## config.mk

```make
export PLATFORM = sky130hd
export DESIGN_NAME = div_unit_top
export DESIGN_NICKNAME = d
export VERILOG_FILES = /design/src/design/div_op_pkg.sv /design/src/design/div_data_pkg.sv /design/src/design/div_req_decode.sv /design/src/design/div_req_fifo.sv /design/src/design/div_restore_core.sv /design/src/design/div_unit_top.sv
export SDC_FILE = /design/constraint.sdc
export NUM_CORES = 2
export LEC_CHECK = 0
export ABC_CLOCK_PERIOD_IN_PS = 11910
export BUFFER_PORTS_ARGS = -buffer_cell sky130_fd_sc_hd__buf_2
export CORE_UTILIZATION = 26
export DETAILED_ROUTE_END_ITERATION = 12
export HOLD_SLACK_MARGIN = 0.12
export SLEW_MARGIN = 20
export SYNTH_ARGS = -nofsm -noshare
export SYNTH_HDL_FRONTEND = slang
export SYNTH_HIERARCHICAL = 1
export SYNTH_SLANG_ARGS = --single-unit
```

## constraint.sdc

```tcl
create_clock -name clk -period 11.91 [get_ports clk]
set_clock_uncertainty 0.05 [all_clocks]
set_input_delay 1.191 -clock clk [delete_from_list [all_inputs] [get_ports clk]]
set_output_delay 1.191 -clock clk [all_outputs]
set_load 0.005 [all_outputs]
```

## src/design/div_op_pkg.sv

```systemverilog
// divide operation package
// one-hot operation codes and the consumer state encoding
`default_nettype none

package div_op_pkg;

  // one-hot op code, bit 7 is rem down to bit 0 divw
  typedef logic [7:0] div_op_t;

  // ========================================
  // operation codes
  localparam div_op_t OP_REM   = 8'b1000_0000;  // signed 64-bit remainder
  localparam div_op_t OP_REMU  = 8'b0100_0000;  // unsigned 64-bit remainder
  localparam div_op_t OP_REMUW = 8'b0010_0000;  // unsigned word remainder
  localparam div_op_t OP_REMW  = 8'b0001_0000;  // signed word remainder
  localparam div_op_t OP_DIV   = 8'b0000_1000;  // signed 64-bit quotient
  localparam div_op_t OP_DIVU  = 8'b0000_0100;  // unsigned 64-bit quotient
  localparam div_op_t OP_DIVUW = 8'b0000_0010;  // unsigned word quotient
  localparam div_op_t OP_DIVW  = 8'b0000_0001;  // signed word quotient

  // ========================================
  // consumer states
  typedef enum logic [1:0] {
    CORE_IDLE   = 2'd0,  // waiting for a request
    CORE_DIVIDE = 2'd1,  // one quotient bit per cycle
    CORE_DONE   = 2'd2   // result held until taken
  } core_state_t;

endpackage

`default_nettype wire

```

## src/design/div_data_pkg.sv

```systemverilog
// divide data package
// operand widths and iteration counts of the restoring divider
`default_nettype none

package div_data_pkg;

  localparam int XLEN   = 64;  // fixed by the isa
  localparam int WORD_W = 32;

  // operand and result of a doubleword op
  typedef logic [XLEN-1:0] xlen_t;

  // low word operand of a w op
  typedef logic [WORD_W-1:0] word_t;

  // counts down the remaining quotient bits
  typedef logic [6:0] iter_cnt_t;

  // ========================================
  // iterations per operation size
  localparam iter_cnt_t ITER_DWORD = 7'd64;
  localparam iter_cnt_t ITER_WORD  = 7'd32;

endpackage

`default_nettype wire

```

## src/design/div_req_decode.sv

```systemverilog
// divide request stage
// decodes the op, catches divide-by-zero and signed overflow,
// and registers operand magnitudes with the sign fix-up flags
`default_nettype none

module div_req_decode
  import div_op_pkg::*;
  import div_data_pkg::*;
(
  input  wire          clk,
  input  wire          rst_n,
  // request side
  input  wire          req_valid_i,
  output logic         req_ready_o,
  input  wire div_op_t req_op_i,
  input  wire xlen_t   req_dividend_i,
  input  wire xlen_t   req_divisor_i,
  // decoded side
  output logic         dec_valid_o,
  input  wire          dec_ready_i,
  output logic         dec_is_rem_o,
  output logic         dec_is_word_o,
  output xlen_t        dec_dividend_mag_o,
  output xlen_t        dec_divisor_mag_o,
  output logic         dec_q_neg_o,
  output logic         dec_r_neg_o,
  output logic         dec_exc_o,
  output xlen_t        dec_exc_result_o
);

  logic  is_rem;
  logic  is_word;
  logic  is_signed;
  word_t a_lo;
  word_t b_lo;
  xlen_t a_sext;     // dividend as a w op sees it
  xlen_t b_sext;
  xlen_t a_val;      // operand after word extension
  xlen_t b_val;
  logic  a_neg;
  logic  b_neg;
  logic  a_is_min;
  logic  div_zero;
  logic  div_ovf;
  xlen_t exc_result;
  xlen_t a_mag;
  xlen_t b_mag;
  logic  req_fire;

  // ========================================
  // op classification
  assign is_rem    = |(req_op_i & (OP_REM | OP_REMU | OP_REMW | OP_REMUW));
  assign is_word   = |(req_op_i & (OP_DIVW | OP_DIVUW | OP_REMW | OP_REMUW));
  assign is_signed = |(req_op_i & (OP_DIV | OP_DIVW | OP_REM | OP_REMW));

  assign a_lo   = req_dividend_i[31:0];
  assign b_lo   = req_divisor_i[31:0];
  assign a_sext = is_word ? {{32{a_lo[31]}}, a_lo} : req_dividend_i;
  assign b_sext = is_word ? {{32{b_lo[31]}}, b_lo} : req_divisor_i;

  // unsigned word ops see the low word zero extended
  assign a_val = (is_word && !is_signed) ? {32'b0, a_lo} : a_sext;
  assign b_val = (is_word && !is_signed) ? {32'b0, b_lo} : b_sext;

  assign a_neg = is_signed & a_val[63];
  assign b_neg = is_signed & b_val[63];

  // ========================================
  // exceptions
  assign a_is_min = is_word ? (a_lo == 32'h8000_0000) : (req_dividend_i == {1'b1, 63'b0});
  assign div_zero = (b_val == '0);
  assign div_ovf  = is_signed & a_is_min & (&b_val);  // most negative / -1

  always_comb begin
    if (div_zero) begin
      exc_result = is_rem ? a_sext : '1;
    end else if (div_ovf) begin
      exc_result = is_rem ? '0 : a_sext;
    end else begin
      exc_result = '0;
    end
  end

  // magnitudes, word ops end up with a clear upper half
  assign a_mag = a_neg ? (~a_val + 1'b1) : a_val;
  assign b_mag = b_neg ? (~b_val + 1'b1) : b_val;

  // ========================================
  // output slot
  assign req_ready_o = !dec_valid_o || dec_ready_i;  // empty or draining
  assign req_fire    = req_valid_i && req_ready_o;

  always_ff @(posedge clk) begin
    if (rst_n) begin
      dec_valid_o <= 1'b0;
    end else if (req_fire) begin
      dec_valid_o <= 1'b1;
    end else if (dec_ready_i) begin
      dec_valid_o <= 1'b0;
    end
  end

  always_ff @(posedge clk) begin
    if (req_fire) begin
      dec_is_rem_o       <= is_rem;
      dec_is_word_o      <= is_word;
      dec_dividend_mag_o <= a_mag;
      dec_divisor_mag_o  <= b_mag;
      dec_q_neg_o        <= a_neg ^ b_neg;  // signs differ
      dec_r_neg_o        <= a_neg;          // remainder follows dividend
      dec_exc_o          <= div_zero | div_ovf;
      dec_exc_result_o   <= exc_result;
    end
  end

endmodule

`default_nettype wire

```

## src/design/div_req_fifo.sv

```systemverilog
// divide request buffer
// in-order circular buffer for decoded requests, valid/ready both sides
`default_nettype none

module div_req_fifo
  import div_data_pkg::*;
#(
  parameter int FIFO_DEPTH = 4  // at least 2
) (
  input  wire        clk,
  input  wire        rst_n,
  // write side
  input  wire        wr_valid_i,
  output logic       wr_ready_o,
  input  wire        is_rem_i,
  input  wire        is_word_i,
  input  wire xlen_t dividend_mag_i,
  input  wire xlen_t divisor_mag_i,
  input  wire        q_neg_i,
  input  wire        r_neg_i,
  input  wire        exc_i,
  input  wire xlen_t exc_result_i,
  // read side
  output logic       rd_valid_o,
  input  wire        rd_ready_i,
  output logic       is_rem_o,
  output logic       is_word_o,
  output xlen_t      dividend_mag_o,
  output xlen_t      divisor_mag_o,
  output logic       q_neg_o,
  output logic       r_neg_o,
  output logic       exc_o,
  output xlen_t      exc_result_o
);

  localparam int PTR_W   = $clog2(FIFO_DEPTH);
  localparam int CNT_W   = $clog2(FIFO_DEPTH + 1);
  localparam int ENTRY_W = 5 + 3 * 64;  // five flags, three data words

  logic [ENTRY_W-1:0] mem [FIFO_DEPTH];
  logic [ENTRY_W-1:0] wr_entry;
  logic [PTR_W-1:0]   wr_ptr;
  logic [PTR_W-1:0]   rd_ptr;
  logic [CNT_W-1:0]   count;
  logic               wr_fire;
  logic               rd_fire;

  assign wr_ready_o = (count != CNT_W'(FIFO_DEPTH));  // not full
  assign rd_valid_o = (count != '0);
  assign wr_fire    = wr_valid_i && wr_ready_o;
  assign rd_fire    = rd_valid_o && rd_ready_i;

  assign wr_entry = {is_rem_i, is_word_i, q_neg_i, r_neg_i, exc_i,
                     dividend_mag_i, divisor_mag_i, exc_result_i};

  // head entry straight out of the array
  assign {is_rem_o, is_word_o, q_neg_o, r_neg_o, exc_o,
          dividend_mag_o, divisor_mag_o, exc_result_o} = mem[rd_ptr];

  always_ff @(posedge clk) begin
    if (wr_fire) begin
      mem[wr_ptr] <= wr_entry;
    end
  end

  // ========================================
  // pointers and occupancy
  always_ff @(posedge clk) begin
    if (rst_n) begin
      wr_ptr <= '0;
      rd_ptr <= '0;
      count  <= '0;
    end else begin
      if (wr_fire) begin
        wr_ptr <= (wr_ptr == PTR_W'(FIFO_DEPTH - 1)) ? '0 : wr_ptr + 1'b1;
      end
      if (rd_fire) begin
        rd_ptr <= (rd_ptr == PTR_W'(FIFO_DEPTH - 1)) ? '0 : rd_ptr + 1'b1;
      end
      if (wr_fire && !rd_fire) begin
        count <= count + 1'b1;
      end else if (rd_fire && !wr_fire) begin
        count <= count - 1'b1;
      end
    end
  end

endmodule

`default_nettype wire

```

## src/design/div_restore_core.sv

```systemverilog
// restoring divider core
// one quotient bit per cycle on magnitudes, then sign fix, word sign
// extension and result select; exceptions bypass the iterations
`default_nettype none

module div_restore_core
  import div_op_pkg::*;
  import div_data_pkg::*;
(
  input  wire        clk,
  input  wire        rst_n,
  // request from the buffer
  input  wire        in_valid_i,
  output logic       in_ready_o,
  input  wire        is_rem_i,
  input  wire        is_word_i,
  input  wire xlen_t dividend_mag_i,
  input  wire xlen_t divisor_mag_i,
  input  wire        q_neg_i,
  input  wire        r_neg_i,
  input  wire        exc_i,
  input  wire xlen_t exc_result_i,
  // result
  output logic       res_valid_o,
  input  wire        res_ready_i,
  output xlen_t      res_data_o
);

  core_state_t  state;
  core_state_t  state_nxt;
  iter_cnt_t    cnt;
  logic         in_fire;

  // working registers of the current op
  logic [127:0] rq;         // remainder high, quotient low
  xlen_t        divisor;
  logic         is_rem_q;
  logic         is_word_q;
  logic         q_neg_q;
  logic         r_neg_q;
  logic         exc_q;

  logic [64:0]  diff;       // trial subtract, bit 64 is the borrow
  logic [127:0] rq_shift;
  xlen_t        quo;
  xlen_t        rem;
  xlen_t        quo_fix;
  xlen_t        rem_fix;
  xlen_t        pick;

  assign in_ready_o  = (state == CORE_IDLE);
  assign in_fire     = in_valid_i && in_ready_o;
  assign res_valid_o = (state == CORE_DONE);

  // ========================================
  // state machine
  always_comb begin
    state_nxt = state;
    case (state)
      CORE_IDLE: begin
        if (in_fire) begin
          state_nxt = exc_i ? CORE_DONE : CORE_DIVIDE;
        end
      end
      CORE_DIVIDE: begin
        if (cnt == iter_cnt_t'(1)) begin  // last bit this cycle
          state_nxt = CORE_DONE;
        end
      end
      CORE_DONE: begin
        if (res_ready_i) begin
          state_nxt = CORE_IDLE;
        end
      end
      default: state_nxt = CORE_IDLE;
    endcase
  end

  always_ff @(posedge clk) begin
    if (rst_n) begin
      state <= CORE_IDLE;
      cnt   <= '0;
    end else begin
      state <= state_nxt;
      if (in_fire) begin
        cnt <= is_word_i ? ITER_WORD : ITER_DWORD;
      end else if (state == CORE_DIVIDE) begin
        cnt <= cnt - 1'b1;
      end
    end
  end

  // ========================================
  // datapath
  assign diff     = rq[127:63] - {1'b0, divisor};  // shifted remainder minus divisor
  assign rq_shift = {rq[126:0], 1'b0};

  always_ff @(posedge clk) begin
    if (in_fire) begin
      is_rem_q  <= is_rem_i;
      is_word_q <= is_word_i;
      q_neg_q   <= q_neg_i;
      r_neg_q   <= r_neg_i;
      exc_q     <= exc_i;
      divisor   <= divisor_mag_i;
      if (exc_i) begin
        rq <= {64'b0, exc_result_i};  // final value parked in the low half
      end else if (is_word_i) begin
        rq <= {64'b0, dividend_mag_i[31:0], 32'b0};  // word starts at bit 63
      end else begin
        rq <= {64'b0, dividend_mag_i};
      end
    end else if (state == CORE_DIVIDE) begin
      if (!diff[64]) begin
        rq <= {diff[63:0], rq_shift[63:1], 1'b1};  // fits, keep difference
      end else begin
        rq <= rq_shift;  // restore
      end
    end
  end

  // ========================================
  // sign fix and result select
  // word quotient lands zero extended in the low half
  assign quo     = rq[63:0];
  assign rem     = rq[127:64];
  assign quo_fix = q_neg_q ? (~quo + 1'b1) : quo;
  assign rem_fix = r_neg_q ? (~rem + 1'b1) : rem;
  assign pick    = is_rem_q ? rem_fix : quo_fix;

  always_comb begin
    if (exc_q) begin
      res_data_o = rq[63:0];  // already final, word forms extended
    end else if (is_word_q) begin
      res_data_o = {{32{pick[31]}}, pick[31:0]};
    end else begin
      res_data_o = pick;
    end
  end

endmodule

`default_nettype wire

```

## src/design/div_unit_top.sv

```systemverilog
// integer divide unit
// request stage, request buffer and restoring divider in a chain;
// results return in request order
`default_nettype none

module div_unit_top
  import div_op_pkg::*;
  import div_data_pkg::*;
#(
  parameter int FIFO_DEPTH = 4
) (
  input  wire          clk,
  input  wire          rst_n,
  input  wire          req_valid_i,
  output logic         req_ready_o,
  input  wire div_op_t req_op_i,
  input  wire xlen_t   req_dividend_i,
  input  wire xlen_t   req_divisor_i,
  output logic         res_valid_o,
  input  wire          res_ready_i,
  output xlen_t        res_data_o
);

  // decode stage to buffer
  logic  dec_valid;
  logic  dec_ready;
  logic  dec_is_rem;
  logic  dec_is_word;
  xlen_t dec_dividend_mag;
  xlen_t dec_divisor_mag;
  logic  dec_q_neg;
  logic  dec_r_neg;
  logic  dec_exc;
  xlen_t dec_exc_result;

  // buffer to divider
  logic  fifo_valid;
  logic  fifo_ready;
  logic  fifo_is_rem;
  logic  fifo_is_word;
  xlen_t fifo_dividend_mag;
  xlen_t fifo_divisor_mag;
  logic  fifo_q_neg;
  logic  fifo_r_neg;
  logic  fifo_exc;
  xlen_t fifo_exc_result;

  div_req_decode u_decode (
    .clk                (clk),
    .rst_n              (rst_n),
    .req_valid_i        (req_valid_i),
    .req_ready_o        (req_ready_o),
    .req_op_i           (req_op_i),
    .req_dividend_i     (req_dividend_i),
    .req_divisor_i      (req_divisor_i),
    .dec_valid_o        (dec_valid),
    .dec_ready_i        (dec_ready),
    .dec_is_rem_o       (dec_is_rem),
    .dec_is_word_o      (dec_is_word),
    .dec_dividend_mag_o (dec_dividend_mag),
    .dec_divisor_mag_o  (dec_divisor_mag),
    .dec_q_neg_o        (dec_q_neg),
    .dec_r_neg_o        (dec_r_neg),
    .dec_exc_o          (dec_exc),
    .dec_exc_result_o   (dec_exc_result)
  );

  div_req_fifo #(
    .FIFO_DEPTH (FIFO_DEPTH)
  ) u_fifo (
    .clk            (clk),
    .rst_n          (rst_n),
    .wr_valid_i     (dec_valid),
    .wr_ready_o     (dec_ready),  // full stalls the decode slot
    .is_rem_i       (dec_is_rem),
    .is_word_i      (dec_is_word),
    .dividend_mag_i (dec_dividend_mag),
    .divisor_mag_i  (dec_divisor_mag),
    .q_neg_i        (dec_q_neg),
    .r_neg_i        (dec_r_neg),
    .exc_i          (dec_exc),
    .exc_result_i   (dec_exc_result),
    .rd_valid_o     (fifo_valid),
    .rd_ready_i     (fifo_ready),
    .is_rem_o       (fifo_is_rem),
    .is_word_o      (fifo_is_word),
    .dividend_mag_o (fifo_dividend_mag),
    .divisor_mag_o  (fifo_divisor_mag),
    .q_neg_o        (fifo_q_neg),
    .r_neg_o        (fifo_r_neg),
    .exc_o          (fifo_exc),
    .exc_result_o   (fifo_exc_result)
  );

  div_restore_core u_core (
    .clk            (clk),
    .rst_n          (rst_n),
    .in_valid_i     (fifo_valid),
    .in_ready_o     (fifo_ready),
    .is_rem_i       (fifo_is_rem),
    .is_word_i      (fifo_is_word),
    .dividend_mag_i (fifo_dividend_mag),
    .divisor_mag_i  (fifo_divisor_mag),
    .q_neg_i        (fifo_q_neg),
    .r_neg_i        (fifo_r_neg),
    .exc_i          (fifo_exc),
    .exc_result_i   (fifo_exc_result),
    .res_valid_o    (res_valid_o),
    .res_ready_i    (res_ready_i),
    .res_data_o     (res_data_o)
  );

endmodule

`default_nettype wire

```

---- Word-level counts from Yosys, hierarchy flattened ----
Memory sizes are Yosys's and may differ from the RTL's. A register that Yosys moved wholly into a read port is not among the register bits.
Cells that the tools add are included.
operators by class
  add/sub/neg operators ................... 10
  equality and inequality tests ........... 11
  multiplexer cells ....................... 39
  bitwise gates (word level) .............. 10
  reductions and logical operators ........ 22
operators with widths
  operator                                           count
  two-way mux 64 bit                                 16
  two-way mux 128 bit                                4
  adder 64 x 1 -> 64 bit (second input constant)     4
  inverter 64 bit                                    4
  subtractor 65 x 64 -> 65 bit                       1
  == test 64 bit (second input constant)             1
  logical NOT 64 bit                                 1
  AND reduction 64 bit                               1
  == test 32 bit (second input constant)             1
  two-way mux 7 bit                                  3
  two-way mux 2 bit                                  8
  OR reduction 4 bit                                 3
  == test 7 x 1 -> 1 bit (second input constant)     1
  subtractor 7 x 1 -> 7 bit (second input constant)  1
  == test 2 bit (second input constant)              3
  logical AND 1 bit                                  6
  two-way mux 3 bit                                  2
  one-hot mux 2 bit (3 select lines)                 1
  nonzero test 2 bit                                 3
  two-way mux 1 bit                                  5
  adder 2 x 1 -> 2 bit (second input constant)       2
  AND 1 bit                                          4
  logical NOT 1 bit                                  4
  != test 2 x 1 -> 1 bit (second input constant)     2
  11 further kinds                                   11
word-level totals
  register bits after elaboration ......... 411
  RAM bits ................................ 788
  input bits .............................. 140
  output and inout bits ................... 66
  word-level logic and storage cells ...... 114
  memories ................................ 1
memories
  memory      words  width  read ports  clocked after memory_dff  wr ports  RTL line            text
  u_fifo.mem  4      197    1           1                         1         div_req_fifo.sv:40  logic [ENTRY_W-1:0] mem [FIFO_DEPTH];

---- Logic depth before layout (Yosys ltp) ----
  depth in word-level cells ............... 8
  gate-level depth with buffers ........... 14
  mapped depth without buffers ............ 13

---- Modules after synthesis ----
The synthesis kept the hierarchy.
by module, submodules not included
  module            times used  cells an instance  area each (um^2)  seq. area each (um^2)
  div_req_fifo      1           1077               28887.7           23842.9
  div_restore_core  1           2044               17314.1           6095.8
  div_req_decode    1           1023               11158.2           5935.7

---- Worst setup path after synthesis ----
OpenSTA, ideal clock, no wires.
  path kind ............................... input to register
  start point ............................. in req_valid_i
  end point ............................... reg u_decode.dec_dividend_mag_o[0] (enable)
  setup time .............................. 0.582 ns
  arrival time ............................ 5.662 ns
  required time ........................... 11.278 ns
  setup slack ............................. 5.616 ns
  stages on the path ...................... 1
  buffers on the path ..................... 0
  path through ............................ and2_1
on the way
  word-level cells in the longest chain between the ends .. 1
ends and longest elaborated chain
  item                  RTL line               text
  from (decl)           div_unit_top.sv:14     input wire req_valid_i,
  logical AND 1 bit     div_req_decode.sv:91   assign req_fire = req_valid_i && req_ready_o;
  to (signal assigned)  div_req_decode.sv:107  dec_dividend_mag_o <= a_mag;
  to (decl)             div_req_decode.sv:23   output xlen_t dec_dividend_mag_o,
Every way passes these cells.
A chain may end at the register's enable or synchronous reset.

---- Worst setup path after layout ----
  start point ............................. reg u_core.rq[77]
  end point ............................... out res_data_o[41]
on the way
  word-level cells in the longest chain between the ends .. 6
ends and longest elaborated chain
  item                    RTL line                 text
  from (decl)             div_restore_core.sv:35   logic [127:0] rq;
  from (signal assigned)  div_restore_core.sv:107  rq <= {64'b0, exc_result_i};
  from (signal assigned)  div_restore_core.sv:109  rq <= {64'b0, dividend_mag_i[31:0], 32'b0};
  from (signal assigned)  div_restore_core.sv:111  rq <= {64'b0, dividend_mag_i};
  inverter 64 bit         div_restore_core.sv:128  assign rem_fix = r_neg_q ? (~rem + 1'b1) : rem;
  adder 64 x 1 -> 64 bit  div_restore_core.sv:128
  two-way mux 64 bit      div_restore_core.sv:128
  two-way mux 64 bit      div_restore_core.sv:129  assign pick = is_rem_q ? rem_fix : quo_fix;
  two-way mux 64 bit      div_restore_core.sv:134  end else if (is_word_q) begin
  two-way mux 64 bit      div_restore_core.sv:132  if (exc_q) begin
  to (decl)               div_unit_top.sv:21       output xlen_t res_data_o
Every way passes these cells.

==> results.toml <==
[synthesis]
synthCells = 4144
ys.warnings.count = 6
ys_seq_elements = 1201
synth_top_area_share = 0.6188
synth_cell_types = 104
synth-seq-area-share = 0.6254
netlist_area_sq_um = 57360
syn_nets = 4363
synth_edf_count = 1182
async_reset_ff_frac = 0
synth_area_leaders = "edfxtp_1 62%, mux4_2 7.7%, a21oi_1 3.1%"
avgSynthCellArea_sq_um = 13.84
ys.flop_type = "edfxtp_1"
yosysTopAreaCell = "edfxtp_1"
yosysMostFrequentCell = "edfxtp_1"
netlist_top_cells_count = "1182 x edfxtp_1, 350 x a21oi_1, 318 x nor2_1"

[critical_path]
rr_worst_depth = 12
critPathKind = "reg -> out"
cp-end-kind = "primary output"
startpoint_type = "flop"
arrival_ps = 5440
rr_endpoint = "u_core/rq[65]$_SDFFCE_PP0P_"
required_ps = 10670
crit_fanout = 10
cp_num_buf_inv = 1
startpoint = "u_core/rq[77]$_SDFFCE_PP0P_"
slowest_delay_ps = 720
slowest_stage = "o21ai_0"
rr_startpoint = "u_core/rq[100]$_SDFFCE_PP0P_"
crit_chain = "or4_4 -> or4b_4 -> or4_4 -> o41ai_2 -> xor2_1 -> mux2i_1 -> nand2b_1 -> o21ai_0 -> o21ai_0 -> buf_2"
cp_top_family = "simple AND/OR/NAND/NOR gates"
r2r_slack_ps = 6220

[grt]
grt_pass1_wl_mm = 250.2
antenna_found_initial = 27
met1_usage = 0.2085
overflow = 0
met3_usage = 0.01950
grt_max_degree = 109
track_usage = 0.1512
grt.busiest_layer = "met2"
grt_pass1_vias = 35334
use_met2 = 0.2403

[power_and_ir_drop]
seq_power_share = 0.360
leakagePower_nw = 21.44
power_frac_comb = 0.437
switchingPower_mw = 7.283
power_density_nw_per_um2 = 272.3
ir_worst_vdd_uv = 273.4
power_frac_clock = 0.203
switching_share = 0.4110
internal_power_mw = 10.44

[layout]
multiInputGateArea_sq_um = 19830
layout.area.seq_sq_um = 35880
num-fill-cells = 22044
area_growth_pct = 13.44
stdcell_count = 7254
final_core_util = 0.2964
finalInstanceArea_sq_um = 65070
drive_above_1_share = 0.1650
nets = 4501

[floorplan]
fp.dieH_um = 471.7
die_w_um = 471.7
die_area_sq_um = 222500
initial_core_util = 0.2613
rows = 172
core-area_sq_um = 219500
io-pin-count = 206

[sta]
slew_violations = 0
setup_viol = 0
min_period_ps = 6682
worst_slew_pin_slew_ps = 1301
finalCritPeriodShare = 0.5610
holdWs_ps = 437.1
slew_headroom = 0.1251
max_freq_mhz = 149.7
final_hold_viol_count = 0
finalSetupTns_ps = 0
rsz0062_at_grt = "false"

[place]
portBuffers = 204
placed_area_sq_um = 61340
place_congestion = 0.8727
placedCellCount = 7036
dp_hpwl_mm = 122.2

[min_path]
worst_hold_path.num_cells = 2
min_to = "u_core/cnt[6]$_SDFFE_PP0P_"
holdCritStartpoint = "u_core/cnt[6]$_SDFFE_PP0P_"
min_path_type = "reg -> reg"

[detailed_routing]
drc = 0
drt_iter0_markers = 3907
firstDrtPassIters = 8
wl_per_cell_um = 23.81
totalWireLength_mm = 172.8
final_antenna_net_count = 0
vias = 36875
vias_per_cell = 5.083

[cts]
htree_num_levels = 3
cts_root_buf = "clkbuf_16"
cts_setup_buffers = 0
cts_buffers = 115
cts.repair.resized = 0
holdBufCountCts = 0
clk_pin_slew_ps = 70
cts_tree = "yes"
ctsLongestPathBuffers = 3
cts_num_sinks = 1201
clk_latency_ps = 770

[outcome]
outcome = "completed"

[run]
max-cap-violations = 0
## power groups by stage
stage | logic, mW | registers, mW | clock network (mW)
global route | 8.38 | 6.45 | 3.82
global placement | 7.74 | 6.43 | 0
detailed placement | 7.79 | 6.46 | 0
CTS | 7.81 | 6.37 | 3.68
finish | 7.74 | 6.38 | 3.60
floorplan | 5.12 | 6.17 | 0
## state kept, by name, summed over array words and instances, names as in the netlist, 2 cells and up, named ones only
name,cells
u_decode/dec_dividend_mag_o,64
u_core/cnt,7
u_fifo/rd_ptr,2
u_core/rq,128
u_decode/dec_divisor_mag_o,64
u_fifo/mem,788
u_fifo/wr_ptr,2
u_core/divisor,64
u_core/state,2
u_decode/dec_exc_result_o,64
u_fifo/count,3
## cell families (layout without fill, tap and decap cells)
family	count (synthesis)	count (layout)	synth area share
AND/OR/NAND/NOR	1028	1028	0.09050
adder cells (fa/ha/maj)	79	79	0.01749
multiplexers	296	296	0.09469
flip-flops	1201	1201	0.6254
other	0	7	0
XOR/XNOR	255	255	0.03894
AO/OA/AOI/OAI	914	914	0.1025
buffers and inverters	371	603	0.03041
## worst max-delay path by stage
stage,endpoint,slack [ps],depth (start not counted)
after floorplan,u_decode/dec_dividend_mag_o[0]$_DFFE_PP_,5620,1
after global placement,res_data_o[41],5860,10
after detailed placement,res_data_o[41],5840,10
after CTS,res_data_o[41],5040,10
after global routing,res_data_o[41],5020,10
final,res_data_o[41],5230,10
## metal layers
metal  part of all wire  wire length (um)
met5           0.000058                10
met4              0.037              6467
met3              0.065             11210
met2               0.46             80280
met1               0.43             74790
## layout make-up
cell class / count / area share
Inverter: 127 / 0.007442
Clock buffer: 142 / 0.04578
Clock inverter: 69 / 0.01117
Sequential cell: 1201 / 0.5515
Antenna cell: 7 / 0.0002692
Tap cell: 2871 / 0.05521
Timing Repair Buffer: 265 / 0.02388
Multi-Input combinational cell: 2572 / 0.3048
## layout by cell type (no fill, tap or decap), types with 49 or more instances in the layout
master,n
buf_4,55
nor2_1,316
inv_1,125
nand4_1,49
clkbuf_16,115
ha_1,77
edfxtp_1,1182
nand2_1,247
o31ai_1,51
mux2i_1,96
nor3_1,82
buf_2,204
xnor2_1,134
mux4_2,196
xor2_1,120
o21ai_0,162
a21oi_1,350
## through the flow
stage / setup WS [ps] / power [mW]
after floorplan: 5616 / 11.30
after global placement: 5857 / 14.17
after detailed placement: 5844 / 14.25
after CTS: 5038 / 17.85
after global routing: 5023 / 18.66
final: 5228 / 17.72
## worst register-to-register path, delay by kind of cell, from the launching register on
kind	cells	cell delay [ps]
flip-flops	1	510
buffers and inverters	1	870
multiplexers	1	520
AND/OR/NAND/NOR	3	780
adder cells (fa/ha/maj)	1	480
XOR/XNOR	1	320
AO/OA/AOI/OAI	5	2010
Note: power is estimated with default switching activity, not from simulation.
